### src/hw/spi_config.svh
`ifndef SPI_CONFIG_SVH
`define SPI_CONFIG_SVH

////////////////////////////////////////////////////////////////////////////
// ncs debounce
////////////////////////////////////////////////////////////////////////////

// up/down counter width, saturates at all ones
`define SPI_NCS_CNT_W 4

// frame opens below this count
`define SPI_NCS_LOW_TH 4

// frame closes at or above this count
`define SPI_NCS_HIGH_TH 12

////////////////////////////////////////////////////////////////////////////
// sck / mosi sampling and register file
////////////////////////////////////////////////////////////////////////////

// sample shift depth, majority vote needs at least three
`define SPI_SYNC_STAGES 3

`define SPI_REG_COUNT 8

`endif

### src/hw/spi_pkg.sv
package spi_pkg;

    ////////////////////////////////////////////////////////////////////////
    // frame words
    ////////////////////////////////////////////////////////////////////////

    // register index, wraps modulo eight
    typedef logic [2:0] spi_addr_t;

    // first byte of a frame
    typedef struct packed
    {
        logic      wr;    // 1 write, 0 read
        logic [3:0] rsvd; // don't care
        spi_addr_t addr;  // start address
    } spi_cmd_t;

    // received byte, meaning depends on position in frame
    typedef union packed
    {
        spi_cmd_t   cmd;  // byte 0 of the frame
        logic [7:0] data; // every later byte
    } spi_byte_t;

endpackage

### src/hw/spi_line_filter.sv
`timescale 1ns/1ps
`include "spi_config.svh"

module spi_line_filter
(
    input  logic clk,
    input  logic nrst,
    input  logic ncs,
    input  logic sck,
    input  logic mosi,
    output logic frame_active,
    output logic sck_rise,
    output logic sck_fall,
    output logic mosi_filt
);

    localparam int SYNC_W = `SPI_SYNC_STAGES;

    typedef logic [`SPI_NCS_CNT_W-1:0] cnt_t;

    localparam cnt_t CNT_MAX  = {`SPI_NCS_CNT_W{1'b1}};
    localparam cnt_t CNT_LOW  = cnt_t'(`SPI_NCS_LOW_TH);
    localparam cnt_t CNT_HIGH = cnt_t'(`SPI_NCS_HIGH_TH);

    logic [1:0]        ncs_sync;
    cnt_t              ncs_cnt;
    logic [SYNC_W-1:0] sck_sr;
    logic              sck_level;
    logic [SYNC_W-1:0] mosi_sr;

    ////////////////////////////////////////////////////////////////////////
    // ncs: two-flop sync, then saturating up/down counter
    ////////////////////////////////////////////////////////////////////////

    always_ff @(posedge clk or negedge nrst)
    begin
        if (!nrst)
        begin
            ncs_sync     <= 2'b11;
            ncs_cnt      <= CNT_MAX;
            frame_active <= 1'b0;
        end
        else
        begin
            ncs_sync <= {ncs_sync[0], ncs};
            // count up while deasserted, down while asserted
            if (ncs_sync[1])
            begin
                if (ncs_cnt != CNT_MAX)
                begin
                    ncs_cnt <= ncs_cnt + cnt_t'(1);
                end
            end
            else if (ncs_cnt != '0)
            begin
                ncs_cnt <= ncs_cnt - cnt_t'(1);
            end
            // hysteresis band, hold state between thresholds
            if (ncs_cnt < CNT_LOW)
            begin
                frame_active <= 1'b1;
            end
            else if (ncs_cnt >= CNT_HIGH)
            begin
                frame_active <= 1'b0;
            end
        end
    end

    ////////////////////////////////////////////////////////////////////////
    // sck and mosi sample shift registers
    ////////////////////////////////////////////////////////////////////////

    always_ff @(posedge clk or negedge nrst)
    begin
        if (!nrst)
        begin
            sck_sr    <= '0;
            sck_level <= 1'b0;
            mosi_sr   <= '0;
        end
        else
        begin
            sck_sr  <= {sck_sr[SYNC_W-2:0], sck};
            mosi_sr <= {mosi_sr[SYNC_W-2:0], mosi};
            // debounced sck level, flips only on a stable run
            if (sck_rise)
            begin
                sck_level <= 1'b1;
            end
            else if (sck_fall)
            begin
                sck_level <= 1'b0;
            end
        end
    end

    // edge = all samples agree and differ from the held level
    assign sck_rise = (&sck_sr) & ~sck_level;
    assign sck_fall = ~(|sck_sr) & sck_level;

    // 2 of 3 vote on the oldest samples
    assign mosi_filt = (mosi_sr[SYNC_W-1] & mosi_sr[SYNC_W-2]) |
                       (mosi_sr[SYNC_W-1] & mosi_sr[SYNC_W-3]) |
                       (mosi_sr[SYNC_W-2] & mosi_sr[SYNC_W-3]);

endmodule

### src/hw/spi_rx_shifter.sv
`timescale 1ns/1ps

module spi_rx_shifter
(
    input  logic               clk,
    input  logic               nrst,
    input  logic               frame_active,
    input  logic               sck_rise,
    input  logic               mosi_filt,
    output logic               rx_valid,
    output spi_pkg::spi_byte_t rx_byte
);

    logic [7:0] shift_q;
    logic [2:0] bit_cnt;

    ////////////////////////////////////////////////////////////////////////
    // bit counter and byte strobe
    ////////////////////////////////////////////////////////////////////////

    always_ff @(posedge clk or negedge nrst)
    begin
        if (!nrst)
        begin
            bit_cnt  <= 3'd0;
            rx_valid <= 1'b0;
        end
        else
        begin
            // strobe is a single cycle
            rx_valid <= 1'b0;
            if (!frame_active)
            begin
                // drop any partial byte
                bit_cnt <= 3'd0;
            end
            else if (sck_rise)
            begin
                bit_cnt <= bit_cnt + 3'd1;
                if (bit_cnt == 3'd7)
                begin
                    rx_valid <= 1'b1;
                end
            end
        end
    end

    ////////////////////////////////////////////////////////////////////////
    // data path, MSB first
    ////////////////////////////////////////////////////////////////////////

    always_ff @(posedge clk)
    begin
        if (frame_active && sck_rise)
        begin
            shift_q <= {shift_q[6:0], mosi_filt};
            // eighth bit completes the byte
            if (bit_cnt == 3'd7)
            begin
                rx_byte.data <= {shift_q[6:0], mosi_filt};
            end
        end
    end

endmodule

### src/hw/spi_tx_shifter.sv
`timescale 1ns/1ps

module spi_tx_shifter
(
    input  logic       clk,
    input  logic       nrst,
    input  logic       frame_active,
    input  logic       sck_fall,
    input  logic [7:0] tx_byte,
    output logic       miso
);

    logic       loaded;
    logic [2:0] bit_cnt;
    logic [6:0] shift_q;
    logic       miso_q;

    ////////////////////////////////////////////////////////////////////////
    // load / shift control
    ////////////////////////////////////////////////////////////////////////

    always_ff @(posedge clk or negedge nrst)
    begin
        if (!nrst)
        begin
            loaded  <= 1'b0;
            bit_cnt <= 3'd0;
            miso_q  <= 1'b0;
        end
        else if (!frame_active)
        begin
            // idle, line parked low
            loaded  <= 1'b0;
            bit_cnt <= 3'd0;
            miso_q  <= 1'b0;
        end
        else if (!loaded)
        begin
            // frame start, MSB out before the first rise
            loaded  <= 1'b1;
            bit_cnt <= 3'd0;
            miso_q  <= tx_byte[7];
        end
        else if (sck_fall)
        begin
            bit_cnt <= bit_cnt + 3'd1;
            if (bit_cnt == 3'd7)
            begin
                // byte boundary, next byte's MSB
                miso_q <= tx_byte[7];
            end
            else
            begin
                miso_q <= shift_q[6];
            end
        end
    end

    ////////////////////////////////////////////////////////////////////////
    // remaining bits of the current byte
    ////////////////////////////////////////////////////////////////////////

    always_ff @(posedge clk)
    begin
        if (frame_active && !loaded)
        begin
            shift_q <= tx_byte[6:0];
        end
        else if (frame_active && sck_fall)
        begin
            if (bit_cnt == 3'd7)
            begin
                shift_q <= tx_byte[6:0];
            end
            else
            begin
                shift_q <= {shift_q[5:0], 1'b0};
            end
        end
    end

    // no stale bit once the frame closes
    assign miso = miso_q & frame_active;

endmodule

### src/hw/spi_reg_ctrl.sv
`timescale 1ns/1ps
`include "spi_config.svh"

module spi_reg_ctrl
(
    input  logic               clk,
    input  logic               nrst,
    input  logic               frame_active,
    input  logic               rx_valid,
    input  spi_pkg::spi_byte_t rx_byte,
    output logic [7:0]         tx_byte,
    output logic [63:0]        regs
);

    localparam int NREGS = `SPI_REG_COUNT;

    logic              expect_cmd;
    logic              wr_q;
    spi_pkg::spi_addr_t addr_q;
    logic [7:0]        reg_file [NREGS];
    logic [7:0]        frame_cnt;
    logic              got_byte;
    logic              frame_q;
    logic              frame_end;

    // one cycle after frame_active drops
    assign frame_end = frame_q & ~frame_active;

    ////////////////////////////////////////////////////////////////////////
    // command / data sequencing
    ////////////////////////////////////////////////////////////////////////

    always_ff @(posedge clk or negedge nrst)
    begin
        if (!nrst)
        begin
            expect_cmd <= 1'b1;
            wr_q       <= 1'b0;
            addr_q     <= '0;
            got_byte   <= 1'b0;
            frame_q    <= 1'b0;
            frame_cnt  <= 8'd0;
            for (int i = 0; i < NREGS; i++)
            begin
                reg_file[i] <= 8'd0;
            end
        end
        else
        begin
            frame_q <= frame_active;
            if (!frame_active)
            begin
                // next frame starts with a command byte
                expect_cmd <= 1'b1;
                got_byte   <= 1'b0;
            end
            else if (rx_valid)
            begin
                got_byte <= 1'b1;
                if (expect_cmd)
                begin
                    // cmd view of the byte
                    expect_cmd <= 1'b0;
                    wr_q       <= rx_byte.cmd.wr;
                    addr_q     <= rx_byte.cmd.addr;
                end
                else
                begin
                    // data view, reads only advance
                    if (wr_q)
                    begin
                        reg_file[addr_q] <= rx_byte.data;
                    end
                    addr_q <= addr_q + 3'd1;
                end
            end
            // count frames holding a whole byte, wraps at 256
            if (frame_end && got_byte)
            begin
                frame_cnt <= frame_cnt + 8'd1;
            end
        end
    end

    ////////////////////////////////////////////////////////////////////////
    // outputs
    ////////////////////////////////////////////////////////////////////////

    // frame count until the command lands, then the addressed register
    assign tx_byte = expect_cmd ? frame_cnt : reg_file[addr_q];

    // register 0 in the low byte
    for (genvar g = 0; g < NREGS; g++)
    begin : g_flat
        assign regs[8*g +: 8] = reg_file[g];
    end

endmodule

### src/hw/spi_slave_top.sv
`timescale 1ns/1ps

module spi_slave_top
(
    input  logic        clk,
    input  logic        nrst,
    input  logic        ncs,
    input  logic        sck,
    input  logic        mosi,
    output logic        miso,
    output logic [63:0] regs
);

    // conditioned pin state
    logic frame_active;
    logic sck_rise;
    logic sck_fall;
    logic mosi_filt;

    // byte-level traffic
    logic               rx_valid;
    spi_pkg::spi_byte_t rx_byte;
    logic [7:0]         tx_byte;

    ////////////////////////////////////////////////////////////////////////
    // pin conditioning
    ////////////////////////////////////////////////////////////////////////

    spi_line_filter u_filter
    (
        .clk          (clk),
        .nrst         (nrst),
        .ncs          (ncs),
        .sck          (sck),
        .mosi         (mosi),
        .frame_active (frame_active),
        .sck_rise     (sck_rise),
        .sck_fall     (sck_fall),
        .mosi_filt    (mosi_filt)
    );

    ////////////////////////////////////////////////////////////////////////
    // shifters, running side by side
    ////////////////////////////////////////////////////////////////////////

    spi_rx_shifter u_rx
    (
        .clk          (clk),
        .nrst         (nrst),
        .frame_active (frame_active),
        .sck_rise     (sck_rise),
        .mosi_filt    (mosi_filt),
        .rx_valid     (rx_valid),
        .rx_byte      (rx_byte)
    );

    spi_tx_shifter u_tx
    (
        .clk          (clk),
        .nrst         (nrst),
        .frame_active (frame_active),
        .sck_fall     (sck_fall),
        .tx_byte      (tx_byte),
        .miso         (miso)
    );

    // register file and frame counter
    spi_reg_ctrl u_ctrl
    (
        .clk          (clk),
        .nrst         (nrst),
        .frame_active (frame_active),
        .rx_valid     (rx_valid),
        .rx_byte      (rx_byte),
        .tx_byte      (tx_byte),
        .regs         (regs)
    );

endmodule

### config.mk
export PLATFORM = sky130hd
export DESIGN_NAME = spi_slave_top
export DESIGN_NICKNAME = d
export VERILOG_FILES = /design/src/hw/spi_pkg.sv /design/src/hw/spi_line_filter.sv /design/src/hw/spi_rx_shifter.sv /design/src/hw/spi_tx_shifter.sv /design/src/hw/spi_reg_ctrl.sv /design/src/hw/spi_slave_top.sv
export VERILOG_INCLUDE_DIRS = /design/src /design/src/hw
export SDC_FILE = /design/constraint.sdc
export NUM_CORES = 1
export LEC_CHECK = 0
export BUFFER_PORTS_ARGS = -buffer_cell sky130_fd_sc_hd__buf_2
export CAP_MARGIN = 20
export CORE_ASPECT_RATIO = 1.75
export CORE_MARGIN = 1.5
export CORE_UTILIZATION = 35
export CTS_CLUSTER_SIZE = 10
export DETAILED_ROUTE_END_ITERATION = 8
export SLEW_MARGIN = 30
export SYNTH_ARGS = -nofsm -noshare
export SYNTH_HDL_FRONTEND = slang
export SYNTH_SLANG_ARGS = --single-unit
### constraint.sdc
create_clock -name clk -period 3.9 [get_ports clk]
set_input_delay 0.39 -clock clk [delete_from_list [all_inputs] [get_ports clk]]
set_output_delay 0.39 -clock clk [all_outputs]
set_load 0.01 [all_outputs]
## Word-level counts from Yosys, hierarchy flattened

Cells that the tools add are included.

- Bits in registers: 124

- Eq/ne operators: 7
- $lt $le $gt $ge: 4
- Add/sub/neg operators: 6
- Mux-type cells: 35
- Bitwise operators: 14
- Reductions and logical operators: 18

Operator list:

| operator | number |
|---|---|
| 64-bit bitwise mux | 1 |
| 8-bit two-way mux | 4 |
| 8-bit binary-select mux with 3-bit select | 1 |
| 8-bit demux with 3-bit select | 1 |
| 7-bit two-way mux | 3 |
| 3-bit two-way mux | 6 |
| 1-bit two-way mux | 16 |
| 4-bit two-way mux | 3 |
| 3-bit by 1-bit adder with 3-bit output, second input constant | 3 |
| 8-bit by 1-bit adder with 8-bit output, second input constant | 1 |
| 4-bit greater-or-equal comparator, second input constant | 2 |
| 2-bit nonzero test | 4 |
| 1-bit AND | 7 |
| 3-bit equality test, second input constant | 2 |
| 2-bit AND reduction | 3 |
| 3-bit AND reduction | 2 |
| 1-bit logical AND | 5 |
| 4-bit by 1-bit adder with 4-bit output, second input constant | 1 |
| 4-bit by 1-bit less-than comparator with 1-bit output, second input constant | 1 |
| 4-bit by 3-bit less-than comparator with 1-bit output, second input constant | 1 |
| 2-bit by 1-bit inequality test with 1-bit output, second input constant | 2 |
| 4-bit inequality test, second input constant | 1 |
| 1-bit inverter | 4 |
| 3-bit inverter with 4-bit output | 1 |
| other kinds (8) | 9 |

## Logic depth before layout (Yosys ltp)

- Word-level depth: 9
- Mapped depth: 7
- Mapped depth without buffers: 6

## Modules after synthesis

A second synthesis with hierarchy kept.

- Cell total of the unflattened synthesis: 406
- Area total of the unflattened synthesis: 5715.5 um2

Modules (own cells, without submodules):

| module | area each (um2) | seq. area each (um2) | times used | cells an instance |
|---|---|---|---|---|
| spi_reg_ctrl | 3890.0 | 1978.1 | 1 | 286 |
| spi_rx_shifter | 655.6 | 550.5 | 1 | 31 |
| spi_line_filter | 625.6 | 357.8 | 1 | 52 |
| spi_tx_shifter | 544.3 | 335.3 | 1 | 37 |

## Worst setup path after synthesis

No wires, ideal clock.

- Path kind: register to register
- Start: register u_filter.sck_level
- End: register u_rx.rx_byte[0] in the netlist's numbering (enable)
- Stages on the path, launching flop included: 4
- Arrival time: 1437 ps
- Buffers on the path: 0
- Slack: 2131 ps
- Setup time: 332 ps
- Period minus slack after synthesis: 1769 ps
- Data required time: 3568 ps
- Path through: dfrtp_1 -> nand4b_1 -> nor2_1 -> and2_1

- Cells in the longest elaborated chain, start to end: 4

Ends and longest elaborated chain:

| what | RTL line | text |
|---|---|---|
| start, declared | spi_line_filter.sv:28 | `logic sck_level;` |
| start signal, assigned | spi_line_filter.sv:79 | `sck_level <= 1'b0;` |
| start signal, assigned | spi_line_filter.sv:89 | `sck_level <= 1'b1;` |
| start signal, assigned | spi_line_filter.sv:93 | `sck_level <= 1'b0;` |
| 1-bit inverter | spi_line_filter.sv:99 | `assign sck_rise = (&sck_sr) & ~sck_level;` |
| 1-bit AND | spi_line_filter.sv:99 |  |
| 1-bit logical AND | spi_rx_shifter.sv:54 | `if (frame_active && sck_rise)` |
| 2-bit AND reduction (no line) | n/a |  |
| end, declared | spi_rx_shifter.sv:11 | `output spi_pkg::spi_byte_t rx_byte` |

Every way passes these cells.
A chain may end at the register's enable or synchronous reset.

## Worst setup path in the final report

- Start: register u_ctrl.addr_q[1]
- End: register u_ctrl.reg_file, in the netlist u_ctrl.regs[16]

- Cells in the longest elaborated chain, start to end: 6

Ends and longest elaborated chain:

| what | RTL line | text |
|---|---|---|
| start, declared | spi_reg_ctrl.sv:19 | `spi_pkg::spi_addr_t addr_q;` |
| start signal, assigned | spi_reg_ctrl.sv:65 | `addr_q <= rx_byte.cmd.addr;` |
| start signal, assigned | spi_reg_ctrl.sv:74 | `addr_q <= addr_q + 3'd1;` |
| 3-bit inverter with 4-bit output (not written as such) (*) | spi_reg_ctrl.sv:72 | `reg_file[addr_q] <= rx_byte.data;` |
| 4-bit greater-or-equal comparator (not written as such) / 4-bit by 1-bit less-than comparator with 1-bit output (equally long branches) | spi_reg_ctrl.sv:72 |  |
| 1-bit logical AND (not written as such) | spi_reg_ctrl.sv:72 |  |
| 8-bit two-way mux (not written as such) | spi_reg_ctrl.sv:72 |  |
| 8-bit demux with 3-bit select (*) | spi_reg_ctrl.sv:72 |  |
| 64-bit bitwise mux (*) | spi_reg_ctrl.sv:72 |  |
| end signal, assigned by index | spi_reg_ctrl.sv:72 |  |
| end, declared | spi_reg_ctrl.sv:20 | `logic [7:0] reg_file [NREGS];` |

Mark *: on every way between the ends. The rest lies on a longest branch, timed or not.

==> results.sh <==
export IMPL_status="finished, violations left"
export IMPL_violations="negative hold slack"
export IMPL_worstSetupStartpointType="flop"
export IMPL_totalPowerFinal_uw=3325
export IMPL_hp_class="input port to async pin"
export IMPL_min_period_ps=2330
export IMPL_gp_congestion=0.8562
export IMPL_finClkSkew_ps=9.831
export IMPL_grt_overflow=0
export IMPL_remaining_drc_errors=0
export IMPL_layout_drive_gt1_share=0.3904
export IMPL_worstMarginPinSlew_ps=948.9
export IMPL_worstPathArrival_ps=2620
export IMPL_final_util=0.4257
export IMPL_synth_mux_area_frac=0.1912
export IMPL_ctsResizeCount=0
export IMPL_end_kind="flop"
export IMPL_power_density_nw_per_um2=496.8
export IMPL_worstPathMaxFanout=26
export IMPL_ys_seq_elements=123
export IMPL_syn_inst=410
export IMPL_reg2reg_depth=3
export IMPL_insertedDiodeCount=0
export IMPL_path_class="flop to flop"
export IMPL_yosysSeqAreaShare=0.5720
export IMPL_yosys_area_share_adder=0.03000
export IMPL_clkSlewWorstSetupHoldPaths_ps=60
export IMPL_fin_nets=506
export IMPL_cts_made_buffers=17
export IMPL_start_util=0.3555
export IMPL_num_rows=61
export IMPL_yosys_warnings=0
export IMPL_synth_xor_area_share=0.01724
export IMPL_postCtsHoldBufs=0
export IMPL_vias=3607
export IMPL_die_h_um=170.2
export IMPL_whs_ps=-12.35
export IMPL_stdcell_count=691
export IMPL_dr_pass1_iters=4
export IMPL_power_leakage_uw=0.003251
export IMPL_ir_drop_mv=0.2595
export IMPL_async_flop_share=0.8211
export IMPL_drt_total_wl_um=13990
export IMPL_slew_headroom=0.3674
export IMPL_grt_max_degree=76
export IMPL_dpl_hpwl_um=10360
export IMPL_max_freq_mhz=429.2
export IMPL_layout_commonest_cell="dfrtp_1"
export IMPL_ctsRootBufferMaster="clkbuf_16"
export IMPL_clock_sinks=123
export IMPL_synth_edf_count=22
export IMPL_finalCritPeriodShare=0.5974
export IMPL_avgSynthCellArea_um2=13.63
export IMPL_fin_setup_tns_ps=0
export IMPL_worstSkewPairLatency_ps=410
export IMPL_hold_viol_final=4
export IMPL_htree_num_levels=4
export IMPL_cts_setup_buffers=0
export IMPL_synth_top_family_by_area="multiplexers"
export IMPL_grt_pass1_vias=3824
export IMPL_grt_total_usage=0.1739
export IMPL_ant_nets=0
export IMPL_slew_viol_final=0
export IMPL_yosys_area_share_simple=0.09581
export IMPL_rsz0062_at_grt="false"
export IMPL_antenna_found_initial=0
export IMPL_crit_required_ps=4190
export IMPL_yosysUniqueCellTypes=53
export IMPL_synth_compound_area_frac=0.06604
export IMPL_area_growth_pct=19.74
export IMPL_setup_viol=0
export IMPL_dieArea_um2=16770
export IMPL_grt_pass1_wl_um=21860
export IMPL_wl_per_cell_um=20.25
export IMPL_coreArea_um2=15720
export IMPL_maxCapViolations=0
export IMPL_layout_common_cells="dfrtp_1, mux2_2, buf_2, edfxtp_1, mux2i_1"
export IMPL_clk_path_buf_depth=2
export IMPL_cts_tree="built"
export IMPL_die_w_um=98.53
export IMPL_avgViaCountPerCell=5.220
export IMPL_drtIter0Drc=217
export IMPL_synth_net_count=427
export IMPL_num_io_pins=70
export IMPL_portBuffers=69
export IMPL_syn_area_um2=5589
export IMPL_place_inst=659
export IMPL_synth_main_ff_cell="dfrtp_1"
==> through the flow <==
step	hold WS [ps]	cell area (um^2)	setup slack, ps
floorplan	94.41	5589	2132
global placement	346.4	6105	1636
detailed placement	346.9	6105	1593
CTS	61.95	6689	1592
global route	32.88	6693	1452
finish	-12.35	6693	1570
==> cells by family (layout without fill, tap and decap cells) <==
kind of cell,count (synthesis),count (layout)
multiplexers,95,95
adder cells (fa/ha/maj),13,13
flip-flops,123,123
buffers and inverters,28,120
AO/OA/AOI/OAI,55,55
AND/OR/NAND/NOR,85,85
XOR/XNOR,11,11
==> area by class of cell <==
class,instances,area (um^2)
fill,1492,9030
sequential,123,3197
multi-input combinational,259,2237
clock buffer,19,432.9
timing repair buffer,73,381.6
tap,189,236.5
clock inverter,13,151.4
inverter,15,56.30
==> cells in the mapped netlist (3+ instances only) <==
library cell | n | area, um^2
nand4_1 | 3 | 18.77
dfstp_2 | 7 | 183.9
xnor2_1 | 9 | 78.83
clkbuf_8 | 4 | 55.05
a21oi_1 | 10 | 50.05
a31oi_1 | 6 | 37.54
nand2b_1 | 7 | 43.79
a21o_1 | 6 | 45.04
edfxtp_1 | 22 | 660.6
clkbuf_1 | 3 | 11.26
a22oi_1 | 5 | 37.54
ha_1 | 11 | 137.6
mux2_2 | 74 | 833.3
nor3_1 | 4 | 20.02
buf_2 | 5 | 25.02
a221oi_1 | 5 | 43.79
o21ai_0 | 11 | 55.05
nor3b_1 | 3 | 22.52
inv_1 | 15 | 56.30
nand2_2 | 3 | 18.77
nand2_1 | 14 | 52.55
and2b_1 | 3 | 22.52
and3_1 | 4 | 25.02
mux2i_1 | 19 | 190.2
nand3_1 | 12 | 60.06
dfrtp_1 | 94 | 2352
nor2_1 | 17 | 63.81
==> power by group <==
group	internal, uW	total [uW]	leakage, uW	switching (uW)
registers	1410	1470	0.00157	65.7
logic	129	314	0.00141	184
clock network	995	1540	0.000275	545
total	2530	3320	0.00325	795
==> flip-flops by register name, indices dropped and copies added, names as in the netlist <==
signal                 cells
u_filter.ncs_sync          2
u_tx.miso_q                1
u_filter.sck_sr            3
u_ctrl.got_byte            1
u_ctrl.frame_q             1
u_rx.shift_q               7
u_rx.rx_valid              1
u_filter.ncs_cnt           4
u_filter.sck_level         1
u_ctrl.expect_cmd          1
u_rx.bit_cnt               3
u_filter.mosi_sr           3
u_ctrl.wr_q                1
u_filter.frame_active      1
u_tx.shift_q               7
u_rx.rx_byte               8
u_ctrl.addr_q              3
u_ctrl.frame_cnt           8
u_ctrl.regs               64
u_tx.bit_cnt               3
==> critical path, stage by stage (launching register included) <==
cell and delay, ps:
dfrtp_1 960, and2b_1 370, nor3b_4 490, mux2_2 390
==> routing by layer <==
metal  vias to the layer above  global-route usage  part of all wire
met4                         0             0.08757             0.029
met3                        21             0.03778             0.028
met1                      1831              0.1826              0.37
li1                       1671                   -                 -
met2                        84              0.3216              0.57
met5                         -                   0                 0
==> worst paths after layout <==
kind                                             endpoint                           start  slack, ps
max                           u_ctrl.regs[16]$_DFFE_PN0P_    u_ctrl.addr_q[1]$_DFFE_PN0P_       1570
max in group asynchronous     u_ctrl.regs[35]$_DFFE_PN0P_                            nrst       3060
min in group clk           u_filter.ncs_sync[0]$_DFF_PN1_                             ncs         80
max reg2reg                   u_ctrl.regs[16]$_DFFE_PN0P_    u_ctrl.addr_q[1]$_DFFE_PN0P_       1570
min reg2reg                u_filter.ncs_sync[1]$_DFF_PN1_  u_filter.ncs_sync[0]$_DFF_PN1_        360
min                          u_filter.sck_sr[1]$_DFF_PN0_                            nrst        -10
(Power assumes the default switching activity.)
